### config.mk
export PLATFORM = sky130hd
export DESIGN_NAME = pong_core
export DESIGN_NICKNAME = d
export VERILOG_FILES = /design/src/logic/pong_pkg.sv /design/src/logic/ball_physics.sv /design/src/logic/paddle_collision.sv /design/src/logic/pong_core.sv /design/src/logic/rally_fsm.sv /design/src/logic/step_timer.sv
export VERILOG_INCLUDE_DIRS = /design/src /design/src/include
export SDC_FILE = /design/constraint.sdc
export NUM_CORES = 1
export LEC_CHECK = 0
export ABC_AREA = 0
export BUFFER_PORTS_ARGS = -buffer_cell sky130_fd_sc_hd__buf_2
export CAP_MARGIN = 5
export CORE_ASPECT_RATIO = 1.75
export CORE_MARGIN = 2
export CORE_UTILIZATION = 35
export CTS_CLUSTER_SIZE = 25
export DETAILED_ROUTE_END_ITERATION = 7
export PLACE_DENSITY = 0.51
export SETUP_SLACK_MARGIN = 0.1
export SYNTH_ARGS = -nofsm -noshare
export SYNTH_HDL_FRONTEND = slang
export SYNTH_SLANG_ARGS = --single-unit
### constraint.sdc
create_clock -name clk_25MHZ -period 4.5 [get_ports clk_25MHZ]
set_input_delay 0.9 -clock clk_25MHZ [delete_from_list [all_inputs] [get_ports clk_25MHZ]]
set_output_delay 0.9 -clock clk_25MHZ [all_outputs]
set_load 0.005 [all_outputs]
### src/include/pong_macros.svh
`ifndef PONG_MACROS_SVH
`define PONG_MACROS_SVH

// screen sizes in pixels
`define PONG_W_FULL      640
`define PONG_H_FULL      480
`define PONG_W_SMALL     320
`define PONG_H_SMALL     240

`define PONG_BALL_SIZE   20
`define PONG_X_STEP      4       // horizontal pixels moved per step

// where the ball sits after reset
`define PONG_START_X     100
`define PONG_START_Y     80
`define PONG_START_VY    (-3)

`define PONG_BASE_PERIOD 270000  // clock cycles per step with no swing applied

`define PONG_PADDLE_H    60
`define PONG_PADDLE_ZONE 24      // band left of the right edge where the paddle can reach

`endif

### src/logic/pong_pkg.sv
`default_nettype none

package pong_pkg;

    // rally states, same encoding as the game controller on the other board
    typedef enum logic [1:0] {
        RALLY_IDLE  = 2'd0,
        RALLY_RIGHT = 2'd1,
        RALLY_LEFT  = 2'd2,
        RALLY_STOP  = 2'd3
    } rally_state_t;

    typedef logic [9:0]        coord_t;  // pixel coordinate, top left is 0,0
    typedef logic signed [9:0] vel_t;    // vertical pixels per step, down is positive
    typedef logic [9:0]        speed_t;  // swing speed estimated on the sensor side
    typedef logic [7:0]        score_t;

endpackage

`default_nettype wire

### src/logic/ball_physics.sv
`timescale 1ns/10ps
`default_nettype none
`include "pong_macros.svh"

module ball_physics
    import pong_pkg::*;
(
    input  logic       clk_25MHZ,
    input  logic       reset,
    input  logic       step,
    input  logic       serve,
    input  logic       upscale,
    output coord_t     ball_y,
    output vel_t       ball_vy,
    output logic [1:0] gravity_phase
);

    coord_t             floor_y;
    vel_t               vy_next;
    logic signed [11:0] y_sum;   // wide enough to see both walls overshot

    assign floor_y = upscale ? coord_t'(`PONG_H_FULL - 1) : coord_t'(`PONG_H_SMALL - 1);

    // gravity adds one pixel per step of speed every fourth step
    assign vy_next = (gravity_phase == 2'd3) ? ball_vy + vel_t'(1) : ball_vy;

    // position moves with the velocity from before this step
    assign y_sum = $signed({2'b00, ball_y}) + $signed({{2{ball_vy[9]}}, ball_vy});

    // ~~~~~~~~~~~~~~~~~~~~~~~~~~~~~~~~~~~~~~~~~~~~~~~~~~
    // vertical state, updated once per step
    // ~~~~~~~~~~~~~~~~~~~~~~~~~~~~~~~~~~~~~~~~~~~~~~~~~~

    always_ff @(posedge clk_25MHZ or posedge reset) begin
        if (reset) begin
            ball_y        <= coord_t'(`PONG_START_Y);
            ball_vy       <= vel_t'(`PONG_START_VY);
            gravity_phase <= 2'd0;
        end else if (serve) begin
            gravity_phase <= 2'd0;  // y and vy carry over so the other board sees a smooth path
        end else if (step) begin
            gravity_phase <= gravity_phase + 2'd1;
            if (y_sum >= $signed({2'b00, floor_y})) begin
                ball_y  <= floor_y;
                ball_vy <= -vy_next;
            end else if (y_sum <= 12'sd0) begin
                ball_y  <= '0;
                ball_vy <= -vy_next;
            end else begin
                ball_y  <= coord_t'(y_sum);
                ball_vy <= vy_next;
            end
        end
    end

    // a step always leaves the ball on the screen that was selected when it was taken
    a_y_on_screen : assert property (@(posedge clk_25MHZ) disable iff (reset)
        step && !serve |=> (ball_y <= $past(floor_y)));

endmodule

`default_nettype wire

### src/logic/paddle_collision.sv
`timescale 1ns/10ps
`default_nettype none
`include "pong_macros.svh"

module paddle_collision
    import pong_pkg::*;
(
    input  logic   clk_25MHZ,
    input  logic   reset,
    input  coord_t ball_x,
    input  coord_t ball_y,
    input  coord_t paddle_y,
    input  logic   moving_right,
    input  logic   upscale,
    output logic   hit
);

    coord_t edge_x;
    logic   in_zone;
    logic   span_overlap;
    logic   overlap;
    logic   overlap_q;  // overlap one cycle ago, for the rising edge

    assign edge_x = upscale ? coord_t'(`PONG_W_FULL) : coord_t'(`PONG_W_SMALL);

    // right side of the ball has entered the paddle band
    assign in_zone = ({1'b0, ball_x} + 11'(`PONG_BALL_SIZE))
                     >= ({1'b0, edge_x} - 11'(`PONG_PADDLE_ZONE));

    assign span_overlap = ({1'b0, ball_y} < {1'b0, paddle_y} + 11'(`PONG_PADDLE_H))
                          && ({1'b0, paddle_y} < {1'b0, ball_y} + 11'(`PONG_BALL_SIZE));

    assign overlap = moving_right && in_zone && span_overlap;

    always_ff @(posedge clk_25MHZ or posedge reset) begin
        if (reset) begin
            overlap_q <= 1'b0;
            hit       <= 1'b0;
        end else begin
            overlap_q <= overlap;
            hit       <= overlap && !overlap_q;  // one pulse per entry into the zone
        end
    end

endmodule

`default_nettype wire

### src/logic/pong_core.sv
`timescale 1ns/10ps
`default_nettype none
`include "pong_macros.svh"

module pong_core
    import pong_pkg::*;
#(
    parameter int unsigned base_period = `PONG_BASE_PERIOD
) (
    input  logic       clk_25MHZ,
    input  logic       reset,
    input  logic       upscale,
    input  logic       game_start,
    input  coord_t     paddle_y,
    input  speed_t     estimated_speed,
    output coord_t     ball_x,
    output coord_t     ball_y,
    output logic       moving_left,
    output logic       game_over,
    output score_t     score,
    output logic       ball_send,
    output vel_t       ball_vy,
    output logic [1:0] gravity_phase
);

    logic step;
    logic hit;
    logic run;
    logic serve;
    logic moving_right;

    assign moving_right = run && !moving_left;  // only a ball heading for the paddle can hit

    step_timer #(
        .base_period(base_period)
    ) u_step_timer (
        .clk_25MHZ      (clk_25MHZ),
        .reset          (reset),
        .run            (run),
        .serve          (serve),
        .hit            (hit),
        .estimated_speed(estimated_speed),
        .step           (step)
    );

    ball_physics u_ball_physics (
        .clk_25MHZ    (clk_25MHZ),
        .reset        (reset),
        .step         (step),
        .serve        (serve),
        .upscale      (upscale),
        .ball_y       (ball_y),
        .ball_vy      (ball_vy),
        .gravity_phase(gravity_phase)
    );

    paddle_collision u_paddle_collision (
        .clk_25MHZ   (clk_25MHZ),
        .reset       (reset),
        .ball_x      (ball_x),
        .ball_y      (ball_y),
        .paddle_y    (paddle_y),
        .moving_right(moving_right),
        .upscale     (upscale),
        .hit         (hit)
    );

    rally_fsm u_rally_fsm (
        .clk_25MHZ  (clk_25MHZ),
        .reset      (reset),
        .game_start (game_start),
        .step       (step),
        .hit        (hit),
        .upscale    (upscale),
        .ball_x     (ball_x),
        .moving_left(moving_left),
        .run        (run),
        .serve      (serve),
        .score      (score),
        .game_over  (game_over),
        .ball_send  (ball_send)
    );

endmodule

`default_nettype wire

### src/logic/rally_fsm.sv
`timescale 1ns/10ps
`default_nettype none
`include "pong_macros.svh"

module rally_fsm
    import pong_pkg::*;
(
    input  logic   clk_25MHZ,
    input  logic   reset,
    input  logic   game_start,
    input  logic   step,
    input  logic   hit,
    input  logic   upscale,
    output coord_t ball_x,
    output logic   moving_left,
    output logic   run,
    output logic   serve,
    output score_t score,
    output logic   game_over,
    output logic   ball_send
);

    rally_state_t state;
    coord_t       edge_x;  // x at which the ball has passed the paddle

    assign edge_x = upscale ? coord_t'(`PONG_W_FULL - `PONG_BALL_SIZE)
                            : coord_t'(`PONG_W_SMALL - `PONG_BALL_SIZE);

    assign run         = (state == RALLY_RIGHT) || (state == RALLY_LEFT);
    assign moving_left = (state == RALLY_LEFT);

    // new game from idle or stop, or the ball coming back after leaving on the left
    assign serve = ((state == RALLY_IDLE || state == RALLY_STOP) && game_start)
                   || (state == RALLY_LEFT && ball_x == '0);

    // ~~~~~~~~~~~~~~~~~~~~~~~~~~~~~~~~~~~~~~~~~~~~~~~~~~
    // rally state, horizontal position and score
    // ~~~~~~~~~~~~~~~~~~~~~~~~~~~~~~~~~~~~~~~~~~~~~~~~~~

    always_ff @(posedge clk_25MHZ or posedge reset) begin
        if (reset) begin
            state     <= RALLY_IDLE;
            ball_x    <= coord_t'(`PONG_START_X);
            score     <= '0;
            game_over <= 1'b0;
            ball_send <= 1'b0;
        end else begin
            case (state)
                RALLY_IDLE: begin
                    if (game_start) begin
                        state <= RALLY_LEFT;
                    end
                end

                RALLY_LEFT: begin
                    if (ball_x == '0) begin
                        state <= RALLY_RIGHT;  // ball went over to the other board
                        score <= score + score_t'(1);
                    end else if (step) begin
                        ball_x <= (ball_x < coord_t'(`PONG_X_STEP)) ? '0
                                  : ball_x - coord_t'(`PONG_X_STEP);
                    end
                end

                RALLY_RIGHT: begin
                    if (hit) begin
                        state <= RALLY_LEFT;
                    end else if (ball_x >= edge_x) begin
                        state     <= RALLY_STOP;  // missed the paddle
                        game_over <= 1'b1;
                        ball_send <= 1'b1;
                    end else if (step) begin
                        ball_x <= ball_x + coord_t'(`PONG_X_STEP);
                    end
                end

                RALLY_STOP: begin
                    if (game_start) begin
                        state     <= RALLY_LEFT;
                        score     <= '0;
                        game_over <= 1'b0;
                        ball_send <= 1'b0;
                    end
                end

                default: state <= RALLY_IDLE;
            endcase
        end
    end

    a_send_in_game_over : assert property (@(posedge clk_25MHZ) disable iff (reset)
        ball_send |-> game_over);

endmodule

`default_nettype wire

### src/logic/step_timer.sv
`timescale 1ns/10ps
`default_nettype none
`include "pong_macros.svh"

module step_timer
    import pong_pkg::*;
#(
    parameter int unsigned base_period = `PONG_BASE_PERIOD
) (
    input  logic   clk_25MHZ,
    input  logic   reset,
    input  logic   run,
    input  logic   serve,
    input  logic   hit,
    input  speed_t estimated_speed,
    output logic   step
);

    localparam int unsigned PERIOD_W = $clog2(base_period + 1);

    logic [PERIOD_W-1:0] period;
    logic [PERIOD_W-1:0] count;
    logic [PERIOD_W-1:0] hit_period;
    speed_t              safe_speed;
    logic [31:0]         quotient;

    // a slow swing counts as 1 so a hit never slows the ball down
    assign safe_speed = (estimated_speed < speed_t'(2)) ? speed_t'(1) : estimated_speed;
    assign quotient   = base_period / {22'd0, safe_speed};
    assign hit_period = (quotient == 32'd0) ? PERIOD_W'(1) : PERIOD_W'(quotient);

    assign step = run && (count >= period);  // >= so a shorter period loaded mid-count still ends

    always_ff @(posedge clk_25MHZ or posedge reset) begin
        if (reset) begin
            period <= PERIOD_W'(base_period);
            count  <= '0;
        end else if (serve) begin
            period <= PERIOD_W'(base_period);  // every new rally starts at base speed
            count  <= '0;
        end else begin
            if (hit) begin
                period <= hit_period;
            end
            if (step) begin
                count <= '0;
            end else if (run) begin
                count <= count + 1'b1;
            end
        end
    end

    a_period_nonzero : assert property (@(posedge clk_25MHZ) disable iff (reset)
        hit |=> (period != '0));

endmodule

`default_nettype wire

# After elaboration in Yosys (flattened, before gate mapping)
# Index checks and enable logic that the tools add are counted.
dict set report totals {
  word_cells 112
  output_inout_bits 43
  reg_bits 83
  inputBits 24
}
dict set report op_classes {
  n_reduce_logical 28
  muxes 36
  n_eq_ne 14
  bitwise 1
  div 1
  n_addsub 12
  n_lt_le_gt_ge 9
}
# operator n
set ops {}
lappend ops {{2-to-1 mux 10 bit} 14}
lappend ops {{2-to-1 mux 19 bit} 6}
lappend ops {{divider 19 x 10 -> 32 bit, first input constant} 1}
lappend ops {{zero test 32 bit} 1}
lappend ops {{adder 10 x 5 -> 11 bit, second input constant} 2}
lappend ops {{< comparator 10 x 11 -> 1 bit} 2}
lappend ops {{one-hot mux 10 bit (2 select lines)} 1}
lappend ops {{adder 19 x 1 -> 19 bit, second input constant} 1}
lappend ops {{>= comparator 19 bit} 1}
lappend ops {{2-to-1 mux 8 bit} 2}
lappend ops {{one-hot mux 8 bit (2 select lines)} 1}
lappend ops {{adder 11 x 10 -> 12 bit} 1}
lappend ops {{>= comparator 12 x 11 -> 1 bit} 1}
lappend ops {{less-or-equal comparator 12 x 1 -> 1 bit, second input constant} 1}
lappend ops {{2-to-1 mux 2 bit} 6}
lappend ops {{inequality test 2 bit, second input constant} 6}
lappend ops {{adder 10 x 6 -> 11 bit, second input constant} 1}
lappend ops {{>= comparator 11 bit} 1}
lappend ops {{subtractor 10 x 5 -> 11 bit, second input constant} 1}
lappend ops {{adder 10 x 2 -> 10 bit, second input constant} 1}
lappend ops {{adder 10 x 3 -> 10 bit, second input constant} 1}
lappend ops {{>= comparator 10 bit} 1}
lappend ops {{zero test 10 bit} 1}
lappend ops {{< comparator 10 x 2 -> 1 bit, second input constant} 1}
lappend ops {{25 further kinds} 46}

# Longest topological paths before layout
dict set report depth {
  word_depth 7
  mapped_depth 437
  depth_no_buf 394
}

# Cells and area by module
# A second synthesis with hierarchy kept.
dict set report unflattened {
  hier_cells 4254
  area_unflattened_um2 30197.7
}
# module instances area_each_um2 seq_area_each_um2 cells_each
set modules_own_cells {}
lappend modules_own_cells {step_timer 1 25096.6 960.9 3635}
lappend modules_own_cells {ball_physics 1 2608.8 564.3 326}
lappend modules_own_cells {rally_fsm 1 1546.5 479.2 175}
lappend modules_own_cells {paddle_collision 1 932.1 50.0 117}
lappend modules_own_cells {pong_core 1 13.8 0.0 1}

# Worst setup path after synthesis
# No wires, ideal clock.
dict set report synth_path {
  path_type {input port to flip-flop}
  start {input estimated_speed[2]}
  end {register u_step_timer.period[0]}
  path_stages 425
  t_required_ns 4.362
  arrival_ns 75.418
  path_buffers 45
  path_slack_ns -71.057
  setup_ns 0.138
  cell_sequence {clkbuf_1 -> inv_1 -> ha_1 -> o311ai_1 -> a211oi_1 -> a21oi_1 -> inv_1 -> ha_1 -> o21a_1 -> nor2_1 -> nor4_1 -> o21ai_0 -> and2_1 -> ha_1 -> or2_2 -> o32a_1 -> a31oi_1 -> nor2_1 -> [389 not listed] -> a21o_1 -> nor4_4 -> nand3_1 -> or3_1 -> buf_4 -> buf_6 -> clkbuf_1 -> nor2_1 -> a21oi_1 -> ha_1 -> a21o_1 -> a21o_1 -> a21oi_1 -> o21ai_0 -> and3_1 -> a211o_1 -> a21oi_1 -> a31oi_1}
}
dict set report synth_between {
  elab_chain_cells 7
}
# item line
set synth_lines {}
lappend synth_lines {{start: declaration} pong_core.sv:15} ;# input speed_t estimated_speed,
lappend synth_lines {{< comparator 10 x 2 -> 1 bit} step_timer.sv:28} ;# assign safe_speed = (estimated_speed < speed_t'(2)) ? speed_t'(1) : estimated_speed;
lappend synth_lines {{2-to-1 mux 10 bit (*)} step_timer.sv:28}
lappend synth_lines {{divider 19 x 10 -> 32 bit (*)} step_timer.sv:29} ;# assign quotient = base_period / {22'd0, safe_speed};
lappend synth_lines {{zero test 32 bit} step_timer.sv:30} ;# assign hit_period = (quotient == 32'd0) ? PERIOD_W'(1) : PERIOD_W'(quotient);
lappend synth_lines {{2-to-1 mux 19 bit (*)} step_timer.sv:30}
lappend synth_lines {{2-to-1 mux 19 bit (*)} step_timer.sv:42} ;# if (hit) begin
lappend synth_lines {{2-to-1 mux 19 bit (*)} step_timer.sv:38} ;# end else if (serve) begin
lappend synth_lines {{end signal: assignment} step_timer.sv:36} ;# period <= PERIOD_W'(base_period);
lappend synth_lines {{end signal: assignment} step_timer.sv:39} ;# period <= PERIOD_W'(base_period);
lappend synth_lines {{end signal: assignment} step_timer.sv:43} ;# period <= hit_period;
lappend synth_lines {{end: declaration} step_timer.sv:21} ;# logic [PERIOD_W-1:0] period;
# Mark *: on every way between the ends. The rest lies on a longest branch, timed or not. The select of a mux whose other input is x is not followed.
# A chain may end at the register's enable or synchronous reset.

# Final worst setup path
dict set report layout_path {
  start {input estimated_speed[3]}
  end {register u_step_timer.period[0]}
}
# The elaborated chain is that of the path after synthesis.

==> qor.txt <==
status = finished, violations left
violated checks = setup timing
Setup crit start = estimated_speed[3]
hold_sp = u_paddle_collision.overlap_q
Min-Delay Endpoint = u_paddle_collision.hit
Post-synth EDFFs = 0
initial antenna violation count = 0
final hold viol count = 0
hold path cells = 1
layout cell share with drive strength beyond 1 = 0.445
max_cap viols = 0
Worst R2R Start = u_ball_physics.ball_y[0]
clock skew = 0.0173 ns
Design Area, Final = 48200 µm²
num rows = 140
final WL = 129000 µm
synthesized cell area = 29400 µm²
worst rel slew slack = 0.491
clock period minus worst slack = 63.56 ns
fin worst setup slack = -59.06 ns
clk slew on worst S/H paths = 0.07 ns
Initial Util = 0.353
Max FO, Critical Path = 8
Layout Nets = 6380
CTS root buf = clkbuf_16
WL met1 = 44000 µm
max incr delay on CP = 0.55 ns
core box area = 83200 µm²
Detail Route Antenna Nets = 0
Avg Synthesized Cell Area = 7.17 µm²
met3 WL = 3210 µm
Startpoint Class = input port
via count = 39.5k
deepest clock path buffer count = 2
mux cell area share after synthesis = 0.0392
1st-pass router iterations = 5
CP max-delay cell = or4_4
most used cell, CP = buf_4
die width = 223 µm
Arr. time, crit path = 63.79 ns
Clock Latency Late Sink = 0.38 ns
Die ar. = 86300 µm²
asr flop ratio synth = 1.00
Area Growth Syn to Fin = 64.3%
Finish-stage setup viols = 19
worst setup path class = input port to register
largest net degree at the start of global routing = 45
Synth Area in XOR/XNOR = 0.0855
Worst Tran Pin Value = 0.764 ns
register-to-register setup slack = 0.41 ns
number of diodes = 0
Ports = 67
Worst R2R Path Depth = 19
top sig layer = met4
Clock H-tree levels = 3
Yosys warning count = 0
grt ovf = 0
DP Worst Slack = -61.44 ns
Syn Inst Count = 4092
All-Layer GR Usage = 0.287
crit path capture type = register
RSZ-0062 raised after global routing = true
Finished Core Util = 0.580
placed cell areas = 43600 µm²
TritonCTS clock tree = built
register area share after synthesis = 0.0700
Tcrit/Tclk final = 14.1
Adder-Cell Fraction of Synth Area = 0.134
wire length per cell = 18.1 µm
vias per cell = 5.55
GPL Wtd Cong = 0.949
die height = 387 µm
Compound-Gate Fraction of Synth Area = 0.334
post-synthesis simple-gate area fraction = 0.287
metal2 WL = 71300 µm
initial drt markers = 1596
Critical Path RT = 4.73 ns
Clock Sinks = 81
synth unique cells = 153
Filler cells = 7803
Remaining DRCs = 0
final count of pins violating max slew = 0
dominant synthesized flop cell = dfrtp_1
RR Endpoint = u_ball_physics.ball_vy[8]
DPL Wire Length = 101000 µm
number of global-route vias before repair = 41.1k
Peak Freq = 15.7 MHz
worst hold slack = 0.406 ns
cts bufs inserted = 9
CTS Hold Bufs = 0
Synth Register Bits = 81
worst min path class = register to register
largest family of logic cells by synthesized area = compound AO/OA/AOI/OAI gates
first-pass GRT wire length = 202000 µm
I/O Buffers = 64
[sequential cells by signal (all words and copies together), names as in the netlist]
register	count
u_step_timer.count	19
u_rally_fsm.game_over	1
u_paddle_collision.hit	1
u_rally_fsm.score	8
u_ball_physics.ball_y	10
u_rally_fsm.ball_x	8
u_paddle_collision.overlap_q	1
u_step_timer.period	19
u_ball_physics.ball_vy	10
u_ball_physics.gravity_phase	2
u_rally_fsm.state	2
[final cells by class]
| cell class | instances | area (µm²) | share of cell area |
|---|---|---|---|
| clock buffers | 9 | 225 | 0.00467 |
| multi-input cells | 3710 | 28200 | 0.584 |
| well taps | 1065 | 1330 | 0.0276 |
| repair buffers | 2074 | 15700 | 0.325 |
| clock inverters | 7 | 109 | 0.00226 |
| inverters | 167 | 638 | 0.0132 |
| flip-flops and latches | 81 | 2060 | 0.0426 |
[cell usage after synthesis (37+ instances only)]
library cell / instances / share of area
xor2_1: 93 / 0.028
inv_1: 167 / 0.021
a21o_1: 159 / 0.041
xnor2_1: 186 / 0.055
o21a_1: 81 / 0.021
or3_1: 37 / 0.0079
nand3_1: 118 / 0.020
o31ai_1: 55 / 0.014
a211oi_1: 58 / 0.015
mux2i_1: 40 / 0.014
clkbuf_1: 63 / 0.0081
nor4_1: 43 / 0.0092
and2_1: 65 / 0.014
nand4_1: 60 / 0.013
and3_1: 60 / 0.013
ha_1: 312 / 0.13
o211ai_1: 37 / 0.0095
dfrtp_1: 59 / 0.050
a31oi_1: 60 / 0.013
mux2_2: 54 / 0.021
nand2b_1: 87 / 0.019
nor2_1: 436 / 0.056
o21ai_0: 226 / 0.039
a21oi_1: 340 / 0.058
nor3_1: 144 / 0.025
nand2_1: 292 / 0.037
[what timing repair did]
action	4_1_cts	5_1_grt
gates resized for setup	201	145
pin swaps	231	175
setup buffers	272	98
gates cloned	2	0
setup endpoints to repair	19	55
[kinds of logic after synthesis]
| group | after synthesis |
|---|---|
| xor gates and xnor gates | 283 |
| and+or+nand+nor | 1593 |
| adders and majority gates | 314 |
| DFF | 81 |
| buffers and inverters | 305 |
| AOI/OAI and AO/OA | 1411 |
| muxes | 104 |
| other | 1 |
[layer usage]
metal | vias up | track usage
li1 | 19300 | -
met1 | 18700 | 0.259
met2 | 957 | 0.590
met3 | 532 | 0.0218
met4 | 0 | 0.200
met5 | - | 0
[critical path: cells and delay by family]
family,cells,cell delay [ns]
AOI/OAI and AO/OA,181,28.29
and+or+nand+nor,98,14.12
buffers and inverters,90,11.18
adders and majority gates,27,6.99
muxes,5,1.63
xor gates and xnor gates,4,0.49
[placed cells by master (no fill, tap or decap), types with 24 or more instances in the layout]
master	count
nand2b_1	85
or2_2	26
a211oi_1	40
buf_2	62
o21ai_0	178
and2_1	59
xnor2_1	184
o31ai_1	42
xor2_1	91
nor2_2	24
mux2_2	48
or3_1	32
inv_1	156
mux2i_1	38
nand3_1	111
dfrtp_1	58
nand2_1	264
o21bai_1	30
o21a_1	79
nor3_1	130
nor2b_1	32
buf_6	53
a21oi_2	45
a21o_1	157
a31oi_1	50
nand4_1	60
o211ai_1	37
ha_1	271
nor2_4	25
a21oi_1	291
ha_4	32
o21ai_2	29
o21ai_1	45
nor2_1	397
nor4_1	35
buf_4	1952
and3_1	55
[how the worst max path moves through the flow]
stage,cells past startpoint,slack (ns),end
3_5_place_dp,385,-61.44,u_step_timer.period[0]
3_3_place_gp,383,-60.15,u_step_timer.period[0]
5_1_grt,397,-62.60,u_step_timer.period[0]
6_report,405,-59.06,u_step_timer.period[0]
4_1_cts,392,-58.30,u_step_timer.period[0]
2_1_floorplan,428,-63.23,u_step_timer.period[0]
[per-stage QoR]
stage               setup TNS (ns)  instances
floorplan                  -738.58       4094
global placement           -719.15       6732
detailed placement         -734.25       6732
CTS                        -685.76       7021
global route               -741.58       7113
finish                     -700.96       7113
Power is left out: the tool's default activity adds up to more than one toggle a clock period on the data nets, which glitch-free logic cannot reach.
